**config.mk**
```make
export PLATFORM = sky130hd
export DESIGN_NAME = demodRouter
export DESIGN_NICKNAME = d
export VERILOG_FILES = /design/src/rtl/demodRouterPkg.sv /design/src/rtl/hostRegisters.sv /design/src/rtl/cycleCounter.sv /design/src/rtl/symbolSelect.sv /design/src/rtl/dacChannelMux.sv /design/src/rtl/demodRouter.sv
export VERILOG_INCLUDE_DIRS = /design/src /design/src/include
export SDC_FILE = /design/constraint.sdc
export NUM_CORES = 1
export LEC_CHECK = 0
export BUFFER_PORTS_ARGS = -buffer_cell sky130_fd_sc_hd__buf_2
export CAP_MARGIN = 5
export CORE_MARGIN = 10
export CORE_UTILIZATION = 44
export CTS_CLUSTER_SIZE = 28
export DETAILED_ROUTE_END_ITERATION = 8
export GPL_TIMING_DRIVEN = 0
export PLACE_DENSITY_LB_ADDON = 0.12
export SLEW_MARGIN = 20
export SYNTH_ARGS = -nofsm -noshare
export SYNTH_HDL_FRONTEND = slang
export SYNTH_SLANG_ARGS = --single-unit
```
**constraint.sdc**
```tcl
create_clock -name ck933 -period 5.75 [get_ports ck933]
set_input_delay 0.575 -clock ck933 [delete_from_list [all_inputs] [get_ports ck933]]
set_output_delay 0.575 -clock ck933 [all_outputs]
set_load 0.01 [all_outputs]
```
**src/include/demodRouter_cfg.svh**
```systemverilog
//****************************************
// Demod router configuration
// Widths, version, mode and DAC select codes, host address map
//****************************************

`ifndef DEMOD_ROUTER_CFG_SVH
`define DEMOD_ROUTER_CFG_SVH

// Datapath widths
`define SAMPLE_WIDTH        18
`define DAC_OUT_WIDTH       14
`define HOST_ADDR_WIDTH     12
`define HOST_DATA_WIDTH     16

`define VERSION_NUMBER      16'h0150

//****************************************
// Demodulation modes
//****************************************
`define MODE_FM             4'h1
`define MODE_2FSK           4'h2
`define MODE_PCMTRELLIS     4'h6
`define MODE_SOQPSK         4'h7
`define MODE_MULTIH         4'h8

// DAC selects that route to the trellis engines
`define DAC_TRELLIS_I       4'hA
`define DAC_TRELLIS_Q       4'hB
`define DAC_TRELLIS_PHERR   4'hC
`define DAC_TRELLIS_INDEX   4'hD

//****************************************
// Host address map
//****************************************
// Word addresses with bit 1 clear, bit 1 of the bus address picks the hi half
`define ADDR_CONTROL        12'h100
`define ADDR_VERSION        12'h104
`define ADDR_CLOCK          12'h108

`endif

```
**src/rtl/demodRouterPkg.sv**
```systemverilog
//****************************************
// Demod router types
// Host bus, symbol streams, DAC samples, control register
//****************************************

`include "demodRouter_cfg.svh"

package demodRouterPkg;

    // Host request, one strobe per cycle at most
    typedef struct packed {
        logic                         wrStrobe;
        logic                         rdStrobe;
        logic [`HOST_ADDR_WIDTH-1:0]  addr;
        logic [`HOST_DATA_WIDTH-1:0]  wrData;
    } hostReq_t;

    typedef struct packed {
        logic                         rdValid;
        logic [`HOST_DATA_WIDTH-1:0]  rdData;
    } hostRsp_t;

    typedef logic [3:0] modeCode_t;
    typedef logic [3:0] dacSelect_t;

    // Mode sits in the low nibble
    typedef struct packed {
        dacSelect_t  dac2Select;
        dacSelect_t  dac1Select;
        dacSelect_t  dac0Select;
        modeCode_t   mode;
    } controlReg_t;

    // Trellis decision stream
    typedef struct packed {
        logic  symEn;
        logic  sym2xEn;
        logic  symBit;
    } symStream_t;

    typedef struct packed {
        logic  symEn;
        logic  sym2xEn;
        logic  iBit;
        logic  qBit;
    } legacySym_t;

    typedef struct packed {
        logic                       sync;
        logic [`SAMPLE_WIDTH-1:0]   data;
    } dacSample_t;

    typedef struct packed {
        logic [`HOST_DATA_WIDTH-1:0]  hi;
        logic [`HOST_DATA_WIDTH-1:0]  lo;
    } hostHalves_t;

    // 32-bit read word, seen whole or as two bus halves
    typedef union packed {
        logic [31:0]  raw;
        hostHalves_t  halves;
    } hostWord_u;

endpackage

```
**src/rtl/hostRegisters.sv**
```systemverilog
//****************************************
// Host register block
// Decodes host strobes, holds the control register,
// returns version and counter words on reads
//****************************************

`include "demodRouter_cfg.svh"

module hostRegisters (
    input  logic                         ck933,
    input  logic                         clockCounterEn,
    input  demodRouterPkg::hostReq_t     req,
    input  logic [31:0]                  counterValue,
    output demodRouterPkg::hostRsp_t     rsp,
    output demodRouterPkg::controlReg_t  control,
    output logic                         counterRestart,
    output logic                         sampleStrobe
);

    import demodRouterPkg::*;

    logic [`HOST_ADDR_WIDTH-1:0]  wordAddr;
    logic                         controlHit;
    logic                         versionHit;
    logic                         clockHit;
    hostWord_u                    readWord;
    logic [`HOST_DATA_WIDTH-1:0]  readHalf;

    //****************************************
    // Address decode
    //****************************************
    assign wordAddr   = {req.addr[`HOST_ADDR_WIDTH-1:2], 2'b00};
    assign controlHit = (wordAddr == `ADDR_CONTROL);
    assign versionHit = (wordAddr == `ADDR_VERSION);
    assign clockHit   = (wordAddr == `ADDR_CLOCK);

    // Either half restarts the counter
    assign counterRestart = req.wrStrobe && clockHit;

    // Hi half read takes the sample, lo half then reads the held copy
    assign sampleStrobe = req.rdStrobe && clockHit && req.addr[1];

    // Control register lives in the lo half only
    always_ff @(posedge ck933 or posedge clockCounterEn) begin
        if (clockCounterEn) begin
            control <= '0;
        end
        else if (req.wrStrobe && controlHit && !req.addr[1]) begin
            control <= controlReg_t'(req.wrData);
        end
    end

    //****************************************
    // Read data
    //****************************************
    always_comb begin
        readWord.raw = '0;
        if (controlHit) begin
            readWord.halves.lo = control;
        end
        else if (versionHit) begin
            readWord.halves.hi = `VERSION_NUMBER;
        end
        else if (clockHit) begin
            readWord.raw = counterValue;
        end
    end

    assign readHalf = req.addr[1] ? readWord.halves.hi : readWord.halves.lo;

    // One cycle read latency and data cleared when idle
    always_ff @(posedge ck933 or posedge clockCounterEn) begin
        if (clockCounterEn) begin
            rsp <= '0;
        end
        else begin
            rsp.rdValid <= req.rdStrobe;
            rsp.rdData  <= req.rdStrobe ? readHalf : '0;
        end
    end

    //****************************************
    // Bus protocol checks
    //****************************************
    strobeExclusive: assert property (
        @(posedge ck933) disable iff (clockCounterEn)
        !(req.rdStrobe && req.wrStrobe)
    );

endmodule

```
**src/rtl/cycleCounter.sv**
```systemverilog
//****************************************
// Cycle counter
// Free-running 32-bit count, restarted by the host,
// sampled into a hold register for reads
//****************************************

module cycleCounter (
    input  logic         ck933,
    input  logic         clockCounterEn,
    input  logic         counterRestart,
    input  logic         sampleStrobe,
    output logic [31:0]  counterValue
);

    logic [31:0]  count;
    logic [31:0]  hold;

    // Zero in the cycle after the restart write
    always_ff @(posedge ck933 or posedge clockCounterEn) begin
        if (clockCounterEn) begin
            count <= '0;
        end
        else if (counterRestart) begin
            count <= '0;
        end
        else begin
            count <= count + 32'd1;
        end
    end

    always_ff @(posedge ck933 or posedge clockCounterEn) begin
        if (clockCounterEn) begin
            hold <= '0;
        end
        else if (sampleStrobe) begin
            hold <= count;
        end
    end

    // Live count while the sample is being taken, so the strobed read
    // sees the same value that lands in the hold register
    assign counterValue = sampleStrobe ? count : hold;

endmodule

```
**src/rtl/symbolSelect.sv**
```systemverilog
//****************************************
// Symbol select
// Mode-gated choice of output data bit and symbol enables
//****************************************

`include "demodRouter_cfg.svh"

module symbolSelect (
    input  logic                        ck933,
    input  logic                        clockCounterEn,
    input  demodRouterPkg::modeCode_t   mode,
    input  demodRouterPkg::symStream_t  pcmSym,
    input  demodRouterPkg::symStream_t  soqpskSym,
    input  demodRouterPkg::legacySym_t  legacySym,
    output logic                        dataSymEn,
    output logic                        dataSym2xEn,
    output logic                        iData,
    output logic                        qData
);

    import demodRouterPkg::*;

    logic        pcmMode;
    logic        trellisMode;
    logic        fmModes;
    symStream_t  trellisIn;
    symStream_t  trellisStage;
    legacySym_t  legacyStage;

    assign pcmMode     = (mode == `MODE_PCMTRELLIS);
    assign trellisMode = pcmMode || (mode == `MODE_SOQPSK);
    assign fmModes     = (mode == `MODE_FM) || (mode == `MODE_2FSK);

    // PCM trellis decision comes out with reversed polarity
    always_comb begin
        trellisIn = pcmMode ? pcmSym : soqpskSym;
        if (pcmMode) begin
            trellisIn.symBit = ~pcmSym.symBit;
        end
    end

    //****************************************
    // Stage one
    //****************************************
    always_ff @(posedge ck933 or posedge clockCounterEn) begin
        if (clockCounterEn) begin
            trellisStage <= '0;
            legacyStage  <= '0;
        end
        else begin
            trellisStage <= trellisIn;
            legacyStage  <= legacySym;
        end
    end

    //****************************************
    // Stage two
    //****************************************
    always_ff @(posedge ck933 or posedge clockCounterEn) begin
        if (clockCounterEn) begin
            dataSymEn   <= 1'b0;
            dataSym2xEn <= 1'b0;
            iData       <= 1'b0;
            qData       <= 1'b0;
        end
        else if (trellisMode) begin
            // Trellis bit goes out on both rails
            dataSymEn   <= trellisStage.symEn;
            dataSym2xEn <= trellisStage.sym2xEn;
            iData       <= trellisStage.symBit;
            qData       <= trellisStage.symBit;
        end
        else begin
            dataSymEn   <= legacyStage.symEn;
            dataSym2xEn <= legacyStage.sym2xEn;
            iData       <= fmModes ? ~legacyStage.iBit : legacyStage.iBit;
            qData       <= legacyStage.qBit;
        end
    end

endmodule

```
**src/rtl/dacChannelMux.sv**
```systemverilog
//****************************************
// DAC channel mux
// Picks one channel's source sample and drives its top bits
//****************************************

`include "demodRouter_cfg.svh"

module dacChannelMux (
    input  logic                        ck933,
    input  logic                        clockCounterEn,
    input  demodRouterPkg::dacSelect_t  select,
    input  demodRouterPkg::modeCode_t   mode,
    input  demodRouterPkg::dacSample_t  demodSample,
    input  demodRouterPkg::dacSample_t  pcmSample,
    input  demodRouterPkg::dacSample_t  soqpskSample,
    input  demodRouterPkg::dacSample_t  multihSample,
    input  logic                        multihEn,
    output logic [`DAC_OUT_WIDTH-1:0]   dacData,
    output logic                        dacSync
);

    import demodRouterPkg::*;

    logic        trellisSelect;
    dacSample_t  chosen;

    always_comb begin
        case (select)
            `DAC_TRELLIS_I,
            `DAC_TRELLIS_Q,
            `DAC_TRELLIS_PHERR,
            `DAC_TRELLIS_INDEX: trellisSelect = 1'b1;
            default:            trellisSelect = 1'b0;
        endcase
    end

    // Source pick
    always_ff @(posedge ck933 or posedge clockCounterEn) begin
        if (clockCounterEn) begin
            chosen <= '0;
        end
        else if (trellisSelect) begin
            chosen <= (mode == `MODE_PCMTRELLIS) ? pcmSample : soqpskSample;
        end
        else if ((mode == `MODE_MULTIH) && multihEn) begin
            chosen <= multihSample;
        end
        else begin
            chosen <= demodSample;
        end
    end

    // Output register, upper bits of the sample
    always_ff @(posedge ck933 or posedge clockCounterEn) begin
        if (clockCounterEn) begin
            dacData <= '0;
            dacSync <= 1'b0;
        end
        else begin
            dacData <= chosen.data[`SAMPLE_WIDTH-1 -: `DAC_OUT_WIDTH];
            dacSync <= chosen.sync;
        end
    end

    // Select comes from the host control register
    selectKnown: assert property (
        @(posedge ck933) disable iff (clockCounterEn)
        !$isunknown(select)
    );

endmodule

```
**src/rtl/demodRouter.sv**
```systemverilog
//****************************************
// Demod router top
// Host registers, cycle counter, symbol select, three DAC muxes
//****************************************

`include "demodRouter_cfg.svh"

module demodRouter (
    input  logic                              ck933,
    input  logic                              clockCounterEn,
    input  demodRouterPkg::hostReq_t          hostReq,
    input  demodRouterPkg::symStream_t        pcmSym,
    input  demodRouterPkg::symStream_t        soqpskSym,
    input  demodRouterPkg::legacySym_t        legacySym,
    input  demodRouterPkg::dacSample_t [2:0]  demodDac,
    input  demodRouterPkg::dacSample_t [2:0]  trellisPcmDac,
    input  demodRouterPkg::dacSample_t [2:0]  trellisSoqpskDac,
    input  demodRouterPkg::dacSample_t [2:0]  multihDac,
    input  logic [2:0]                        multihDacEn,
    input  logic                              bitsyncLock,
    input  logic                              carrierLock,
    input  logic                              multihLock,
    output demodRouterPkg::hostRsp_t          hostRsp,
    output demodRouterPkg::modeCode_t         demodMode,
    output logic                              dataSymEn,
    output logic                              dataSym2xEn,
    output logic                              iData,
    output logic                              qData,
    output logic [`DAC_OUT_WIDTH-1:0]         dac0,
    output logic [`DAC_OUT_WIDTH-1:0]         dac1,
    output logic [`DAC_OUT_WIDTH-1:0]         dac2,
    output logic                              dac0Sync,
    output logic                              dac1Sync,
    output logic                              dac2Sync,
    output logic                              bsyncNLock,
    output logic                              demodNLock
);

    import demodRouterPkg::*;

    controlReg_t                        control;
    logic [31:0]                        counterValue;
    logic                               counterRestart;
    logic                               sampleStrobe;
    dacSelect_t [2:0]                   dacSelects;
    logic [2:0][`DAC_OUT_WIDTH-1:0]     dacOut;
    logic [2:0]                         dacSyncOut;

    assign demodMode = control.mode;

    //****************************************
    // Host side
    //****************************************
    hostRegisters hostRegs (
        .ck933          (ck933),
        .clockCounterEn (clockCounterEn),
        .req            (hostReq),
        .counterValue   (counterValue),
        .rsp            (hostRsp),
        .control        (control),
        .counterRestart (counterRestart),
        .sampleStrobe   (sampleStrobe)
    );

    cycleCounter clockCounter (
        .ck933          (ck933),
        .clockCounterEn (clockCounterEn),
        .counterRestart (counterRestart),
        .sampleStrobe   (sampleStrobe),
        .counterValue   (counterValue)
    );

    symbolSelect symSelect (
        .ck933          (ck933),
        .clockCounterEn (clockCounterEn),
        .mode           (control.mode),
        .pcmSym         (pcmSym),
        .soqpskSym      (soqpskSym),
        .legacySym      (legacySym),
        .dataSymEn      (dataSymEn),
        .dataSym2xEn    (dataSym2xEn),
        .iData          (iData),
        .qData          (qData)
    );

    //****************************************
    // DAC channels
    //****************************************
    assign dacSelects = {control.dac2Select, control.dac1Select, control.dac0Select};

    for (genvar ch = 0; ch < 3; ch++) begin : dacChannel
        dacChannelMux dacMux (
            .ck933          (ck933),
            .clockCounterEn (clockCounterEn),
            .select         (dacSelects[ch]),
            .mode           (control.mode),
            .demodSample    (demodDac[ch]),
            .pcmSample      (trellisPcmDac[ch]),
            .soqpskSample   (trellisSoqpskDac[ch]),
            .multihSample   (multihDac[ch]),
            .multihEn       (multihDacEn[ch]),
            .dacData        (dacOut[ch]),
            .dacSync        (dacSyncOut[ch])
        );
    end

    assign dac0     = dacOut[0];
    assign dac1     = dacOut[1];
    assign dac2     = dacOut[2];
    assign dac0Sync = dacSyncOut[0];
    assign dac1Sync = dacSyncOut[1];
    assign dac2Sync = dacSyncOut[2];

    // Lock LEDs are active low
    assign bsyncNLock = ~bitsyncLock;
    assign demodNLock = (control.mode == `MODE_MULTIH) ? ~multihLock : ~carrierLock;

endmodule

```
==> run metrics, run 1 <==
Area Overhead vs Synth=28.6%; area leader, netlist=dfrtp_1; Int Pwr=2160 uW; clk buf depth=2; Cell variety after synth=46; Pwr per Cell Area=256 nW/um^2; Worst-path clk slew=80 ps; number of routed nets with antenna violations=0; # hold bufs at CTS=0; Die W=162 microns; Final setup viols=0; Hold Path Class=primary input to async pin; Crit Path Class=flip-flop to output port; worst clock skew=15.5 ps; GRT Total Usage=19.2%; die area=26200 sq um; DR vias/cell=5.08; top post-synthesis cells by area=dfrtp_1, mux2i_1, mux2_4; worst reg-to-reg path cell count=6; register share of total power=51.8%; Routability Congestion=0.807; Slowest cell on crit path=nor4b_2; largest net degree at the start of global routing=35; WHS=137 ps; met3 wire len=2.07 mm; crit end category=output port; buffers inserted by post-CTS timing repair=0; final count of hold timing violations=0; Worst EP required=5180 ps; Post-synth ARST share=100%; syn_nets=960; sw power=750 uW; Initial Utilization=45.1%; num rows=51; DR WL/cell=20.3 microns; clock buffer count from CTS=17; Setup crit start kind=flip-flop; switching share of power=25.7%; H-tree depth=4; crit path time final=2840 ps; post-detail-place hpwl=21.0 mm; GR Overflow Total=0; Final Total Pwr=2910 uW; Reg2Reg Setup Slack=3060 ps; input/output buffers=298; CTS tree=yes; Reg-to-Reg Start=hostRegs.control[0]$_DFFE_PP0P_; Final Cycle Share=49.3%; DRT Pass-1 Iters=5; crit path cell chain=clkbuf_1 > nor4b_2 > mux2i_1 > buf_2; # IOs=348; unrepaired setup endpoints after global routing=no; Die Span Y=162 microns; initial antenna violation count=1; Rel. slew slack=46.8%; post_cts resized=0; met2 routed WL=13.0 mm; fraction of synthesized cell area taken by the top area cell type=56.0%; Worst Path Max Fanout=10; aggregate negative setup slack=0 ps; Yosys reg bits=198; critical path endpoint=demodNLock; crit path launch=hostRegs.control[0]$_DFFE_PP0P_; LEAKAGE=0.00599 uW; top-count cell post-synth=dfrtp_1; ys flop type=dfrtp_1; Worst path max stage delay=780 ps; synthesized instance count=683; top cells by count, synth=dfrtp_1, mux2i_1, nand2_1; CP arrival=2260 ps; status=finished, final reports clean; via count=6524; sequential-to-total area share from yosys stat=56.0%; clk root buf=clkbuf_16; Post-route DRC=0; first-pass GRT wire length=39.8 mm; final wirelength=26.1 mm; capturing point of the worst reg2reg path=dacChannel[1].dacMux.chosen[11]$_DFF_PP0_; placeable core region=19600 sq um; syn_area_per_cell=12.9 sq um; Fmax=0.353 GHz; Comb pwr share=8.5%; Maximum Capacitance Violations=0; Routed met1 length=11.0 mm; share of post-route cells with drive strength above 1=41.6%; vias in the first global route=6941; Total Nets Final=1283; Max Used Layer=met5; number of synthesized flops with an enable pin=0; clock power share=39.8%; fin. max-slew vios=0; Iteration-0 DRC Markers=411; Core Util, Final=58.1%; Mapped Area=8840 sq um; Clk Latency, worst-skew pair=430 ps; VDD IR max=0.209 mV; Worst-Margin Slew=796 ps; YS warnings=0; clk sink count=198
==> logic make-up after synthesis <==
family	synth area share [%]
AOI/OAI and AO/OA	6.34
adders and majority gates	0.141
muxes	23.3
and+or+nand+nor	9.31
buffers and inverters	3.52
xor gates and xnor gates	1.39
DFF	56.0
==> state kept, by name (all words and copies together), names as in the netlist, 3 cells and up <==
name	flops
clockCounter.count	32
clockCounter.hold	32
dacChannel.dacMux.dacData	42
hostRegs.control	16
dacChannel.dacMux.chosen	45
symSelect.trellisStage	3
hostRegs.rsp	17
dacChannel.dacMux.dacSync	3
symSelect.legacyStage	4
==> how the worst min path moves through the flow <==
stage | to | slack (ps) | depth (start not counted)
2_1_floorplan | dacChannel[0].dacMux.dacData[0]$_DFF_PP0_ | 330 | 0
3_3_place_gp | dacChannel[1].dacMux.dacData[13]$_DFF_PP0_ | 330 | 0
3_5_place_dp | dacChannel[0].dacMux.dacData[13]$_DFF_PP0_ | 330 | 0
4_1_cts | clockCounter.count[25]$_DFF_PP0_ | 140 | 2
5_1_grt | clockCounter.count[25]$_DFF_PP0_ | 150 | 2
6_report | clockCounter.count[25]$_DFF_PP0_ | 140 | 2
==> worst max-delay path: cells and delay by family, from the launching register on <==
family / cells / cell delay, ps
buffers and inverters: 2 / 410
DFF: 1 / 380
muxes: 1 / 250
and+or+nand+nor: 1 / 780
==> stage by stage <==
step	area [sq um]	setup WS [ps]	cells
after floorplan	8850	2610	683
after global placement	10700	1390	1246
after detailed placement	10800	3050	1252
after CTS	11400	2890	1284
after global routing	11400	2780	1284
final	11400	2910	1285
==> per-layer routing <==
| metal | vias to the layer above | global-route usage, % |
|---|---|---|
| met4 | 2 | 2.40 |
| met2 | 230 | 32.3 |
| li1 | 3114 | - |
| met5 | - | 0 |
| met1 | 3167 | 23.9 |
| met3 | 11 | 6.90 |
==> cells in the final DEF, fill, tap and decap left out, types with 3 or more instances in the layout <==
cell type and instances:
nand3_1 12, nor2_1 15, a21oi_1 24, clkbuf_1 16
nand2_1 63, o31ai_1 17, and2_1 3, or4_1 17
mux2i_1 136, inv_8 4, buf_2 312, buf_6 7
mux2_4 30, inv_1 5, mux2_1 6, xor2_1 13
a21bo_2 3, o21ai_0 21, nand4_1 9, inv_6 3
buf_12 7, clkinv_8 3, mux2_2 16, dfrtp_1 198
clkbuf_16 17, and4_1 6, or3_1 3, clkinv_4 3
buf_4 8, a32oi_1 16
==> power groups by stage <==
stage	Combinational [uW]	Clock (uW)	Sequential, uW
2_1_floorplan	102	0	1530
3_5_place_dp	252	0	1540
3_3_place_gp	237	0	1530
4_1_cts	254	1190	1510
5_1_grt	278	1250	1520
6_report	247	1160	1510
==> area by class of cell <==
class | count | area, sq um
diodes | 1 | 2.50
plain buffers | 46 | 289
clock buffers | 17 | 425
clock inverters | 15 | 159
fillers | 1644 | 8210
inverters | 6 | 26.3
multi-input cells | 433 | 3580
flip-flops and latches | 198 | 4950
well taps | 265 | 332
repair buffers | 304 | 1610
Note: power is estimated with default switching activity, not from simulation.
==> run 2: changes to the inputs <==
--- a/config.mk
+++ b/config.mk
@@ -9,7 +9,7 @@
 export BUFFER_PORTS_ARGS = -buffer_cell sky130_fd_sc_hd__buf_2
 export CAP_MARGIN = 5
 export CORE_MARGIN = 10
-export CORE_UTILIZATION = 44
+export CORE_UTILIZATION = 49
 export CTS_CLUSTER_SIZE = 28
 export DETAILED_ROUTE_END_ITERATION = 8
 export GPL_TIMING_DRIVEN = 0
==> constraint.sdc (replaced) <==
create_clock -name ck933 -period 2.9 [get_ports ck933]
set_input_delay 0.29 -clock ck933 [delete_from_list [all_inputs] [get_ports ck933]]
set_output_delay 0.29 -clock ck933 [all_outputs]
set_load 0.01 [all_outputs]
==> run metrics, run 2 (synthesized netlist as in run 1, its figures left out) <==
Routed met1 length=10.7 mm; die area=23800 sq um; Cells after DPL=1216; share of post-route cells with drive strength above 1=41.3%; CP arrival=2210 ps; clock buffer count from CTS=17; Largest regs=dacChannel.dacMux.chosen: 45 flops, dacChannel.dacMux.dacData: 42 flops; GRT Total Usage=20.7%; unrepaired setup endpoints after global routing=no; post-detail-place hpwl=20.0 mm; DR WL/cell=20.3 microns; Placed Area=10800 sq um; status=finished, final reports clean; VDD IR max=0.421 mV; buffers inserted by post-CTS timing repair=0; capturing point of the worst reg2reg path=dacChannel[0].dacMux.chosen[16]$_DFF_PP0_; Iteration-0 DRC Markers=327; Pwr per Cell Area=523 nW/um^2; Clk Latency, worst-skew pair=430 ps; Worst EP required=2610 ps; Final setup viols=0; final wirelength=25.5 mm; Final Total Pwr=5990 uW; input/output buffers=298; Fmax=0.399 GHz; Worst Path Max Fanout=10; crit path time final=2500 ps; commonest non-fill, non-tap cell in the layout=buf_2; vias in the first global route=6937; clk root buf=clkbuf_16; Final Cell Area=11500 sq um; Area Overhead vs Synth=29.5%; Final Cycle Share=86.4%; worst reg-to-reg path cell count=6; critical path endpoint=demodNLock; via count=6595; Biggest register=dacChannel.dacMux.chosen; initial antenna violation count=2; final count of hold timing violations=0; DR vias/cell=5.25; Layout Cells excl Fill=1255; Crit Path Class=flip-flop to output port; clk sink count=198; worst clock skew=9.33 ps; Routability Congestion=0.838; largest net degree at the start of global routing=34; clk buf depth=2; Hold Path Class=primary input to flip-flop; Reg2Reg Setup Slack=420 ps; met3 wire len=2.01 mm; # IOs=348; LEAKAGE=0.00604 uW; CTS tree=yes; number of routed nets with antenna violations=0; num rows=49; placeable core region=17800 sq um; met2 routed WL=12.5 mm; Worst-Margin Slew=782 ps; Initial Utilization=49.6%; Reg-to-Reg Start=hostRegs.control[0]$_DFFE_PP0P_; Die Span Y=154 microns; H-tree depth=4; fin. max-slew vios=0; DRT Pass-1 Iters=5; max reg flops=45; Setup crit start kind=flip-flop; first-pass GRT wire length=39.1 mm; GR Overflow Total=0; Total Nets Final=1289; crit path launch=hostRegs.control[0]$_DFFE_PP0P_; crit end category=output port; Max Used Layer=met4; Maximum Capacitance Violations=0; Die W=154 microns; most frequent cells in the layout=buf_2, dfrtp_1, mux2i_1; Rel. slew slack=47.8%; Worst-path clk slew=70 ps; Post-route DRC=0
[run 2: timing repair]
action / CTS / global route
resized for setup: 0 / 1
hold endpoints to repair: 24 / 0
hold buffers: 6 / 0
setup endpoints to repair: 0 / 12
[run 2: cell type report]
| type | count | area, sq um |
|---|---|---|
| multi-input cells | 433 | 3590 |
| fillers | 1404 | 6390 |
| plain buffers | 46 | 289 |
| well taps | 229 | 287 |
| diodes | 1 | 2.50 |
| clock buffers | 19 | 443 |
| repair buffers | 310 | 1680 |
| clock inverters | 13 | 183 |
| inverters | 6 | 26.3 |
| flip-flops and latches | 198 | 4950 |
[run 2: power by group]
| group | internal [uW] | switching [uW] |
|---|---|---|
| Sequential | 2890 | 107 |
| Clock | 1410 | 1080 |
| Combinational | 252 | 244 |
| Total | 4560 | 1430 |
[run 2: how the worst min path moves through the flow]
stage	to	from	slack (ps)	cells past startpoint
floorplan	hostRegs.rsp[16]$_DFF_PP0_	hostReq[28]	320	0
global placement	dacChannel[0].dacMux.dacData[8]$_DFF_PP0_	dacChannel[0].dacMux.chosen[12]$_DFF_PP0_	330	0
detailed placement	dacChannel[0].dacMux.dacData[6]$_DFF_PP0_	dacChannel[0].dacMux.chosen[10]$_DFF_PP0_	330	0
CTS	symSelect.trellisStage[0]$_DFF_PP0_	pcmSym[0]	20	2
global route	symSelect.trellisStage[0]$_DFF_PP0_	pcmSym[0]	30	2
finish	symSelect.trellisStage[0]$_DFF_PP0_	pcmSym[0]	30	2
[run 2: per-stage QoR]
| step | hold WS, ps | setup slack (ps) | utilization, % | setup TNS (ps) |
|---|---|---|---|---|
| final | 30.1 | 396 | 64.2 | 0 |
| after global routing | 30.9 | 247 | 64.2 | 0 |
| after CTS | 17.4 | 43.8 | 64.1 | 0 |
| after detailed placement | 335 | 70.5 | 60.3 | 0 |
| after global placement | 331 | -1090 | 59.6 | -213000 |
| after floorplan | 321 | 49.6 | - | 0 |
[run 2: critical path, stage by stage (launching register included)]
cell and delay [ps]:
dfrtp_1 380, clkbuf_1 280, nor4b_4 660, mux2i_1 290, buf_2 170
[run 2: layer usage]
metal / global-route usage [%] / up-vias
met5: 0 / -
met4: 4.86 / 0
met3: 6.16 / 23
met2: 34.0 / 263
met1: 26.3 / 3180
li1: - / 3129
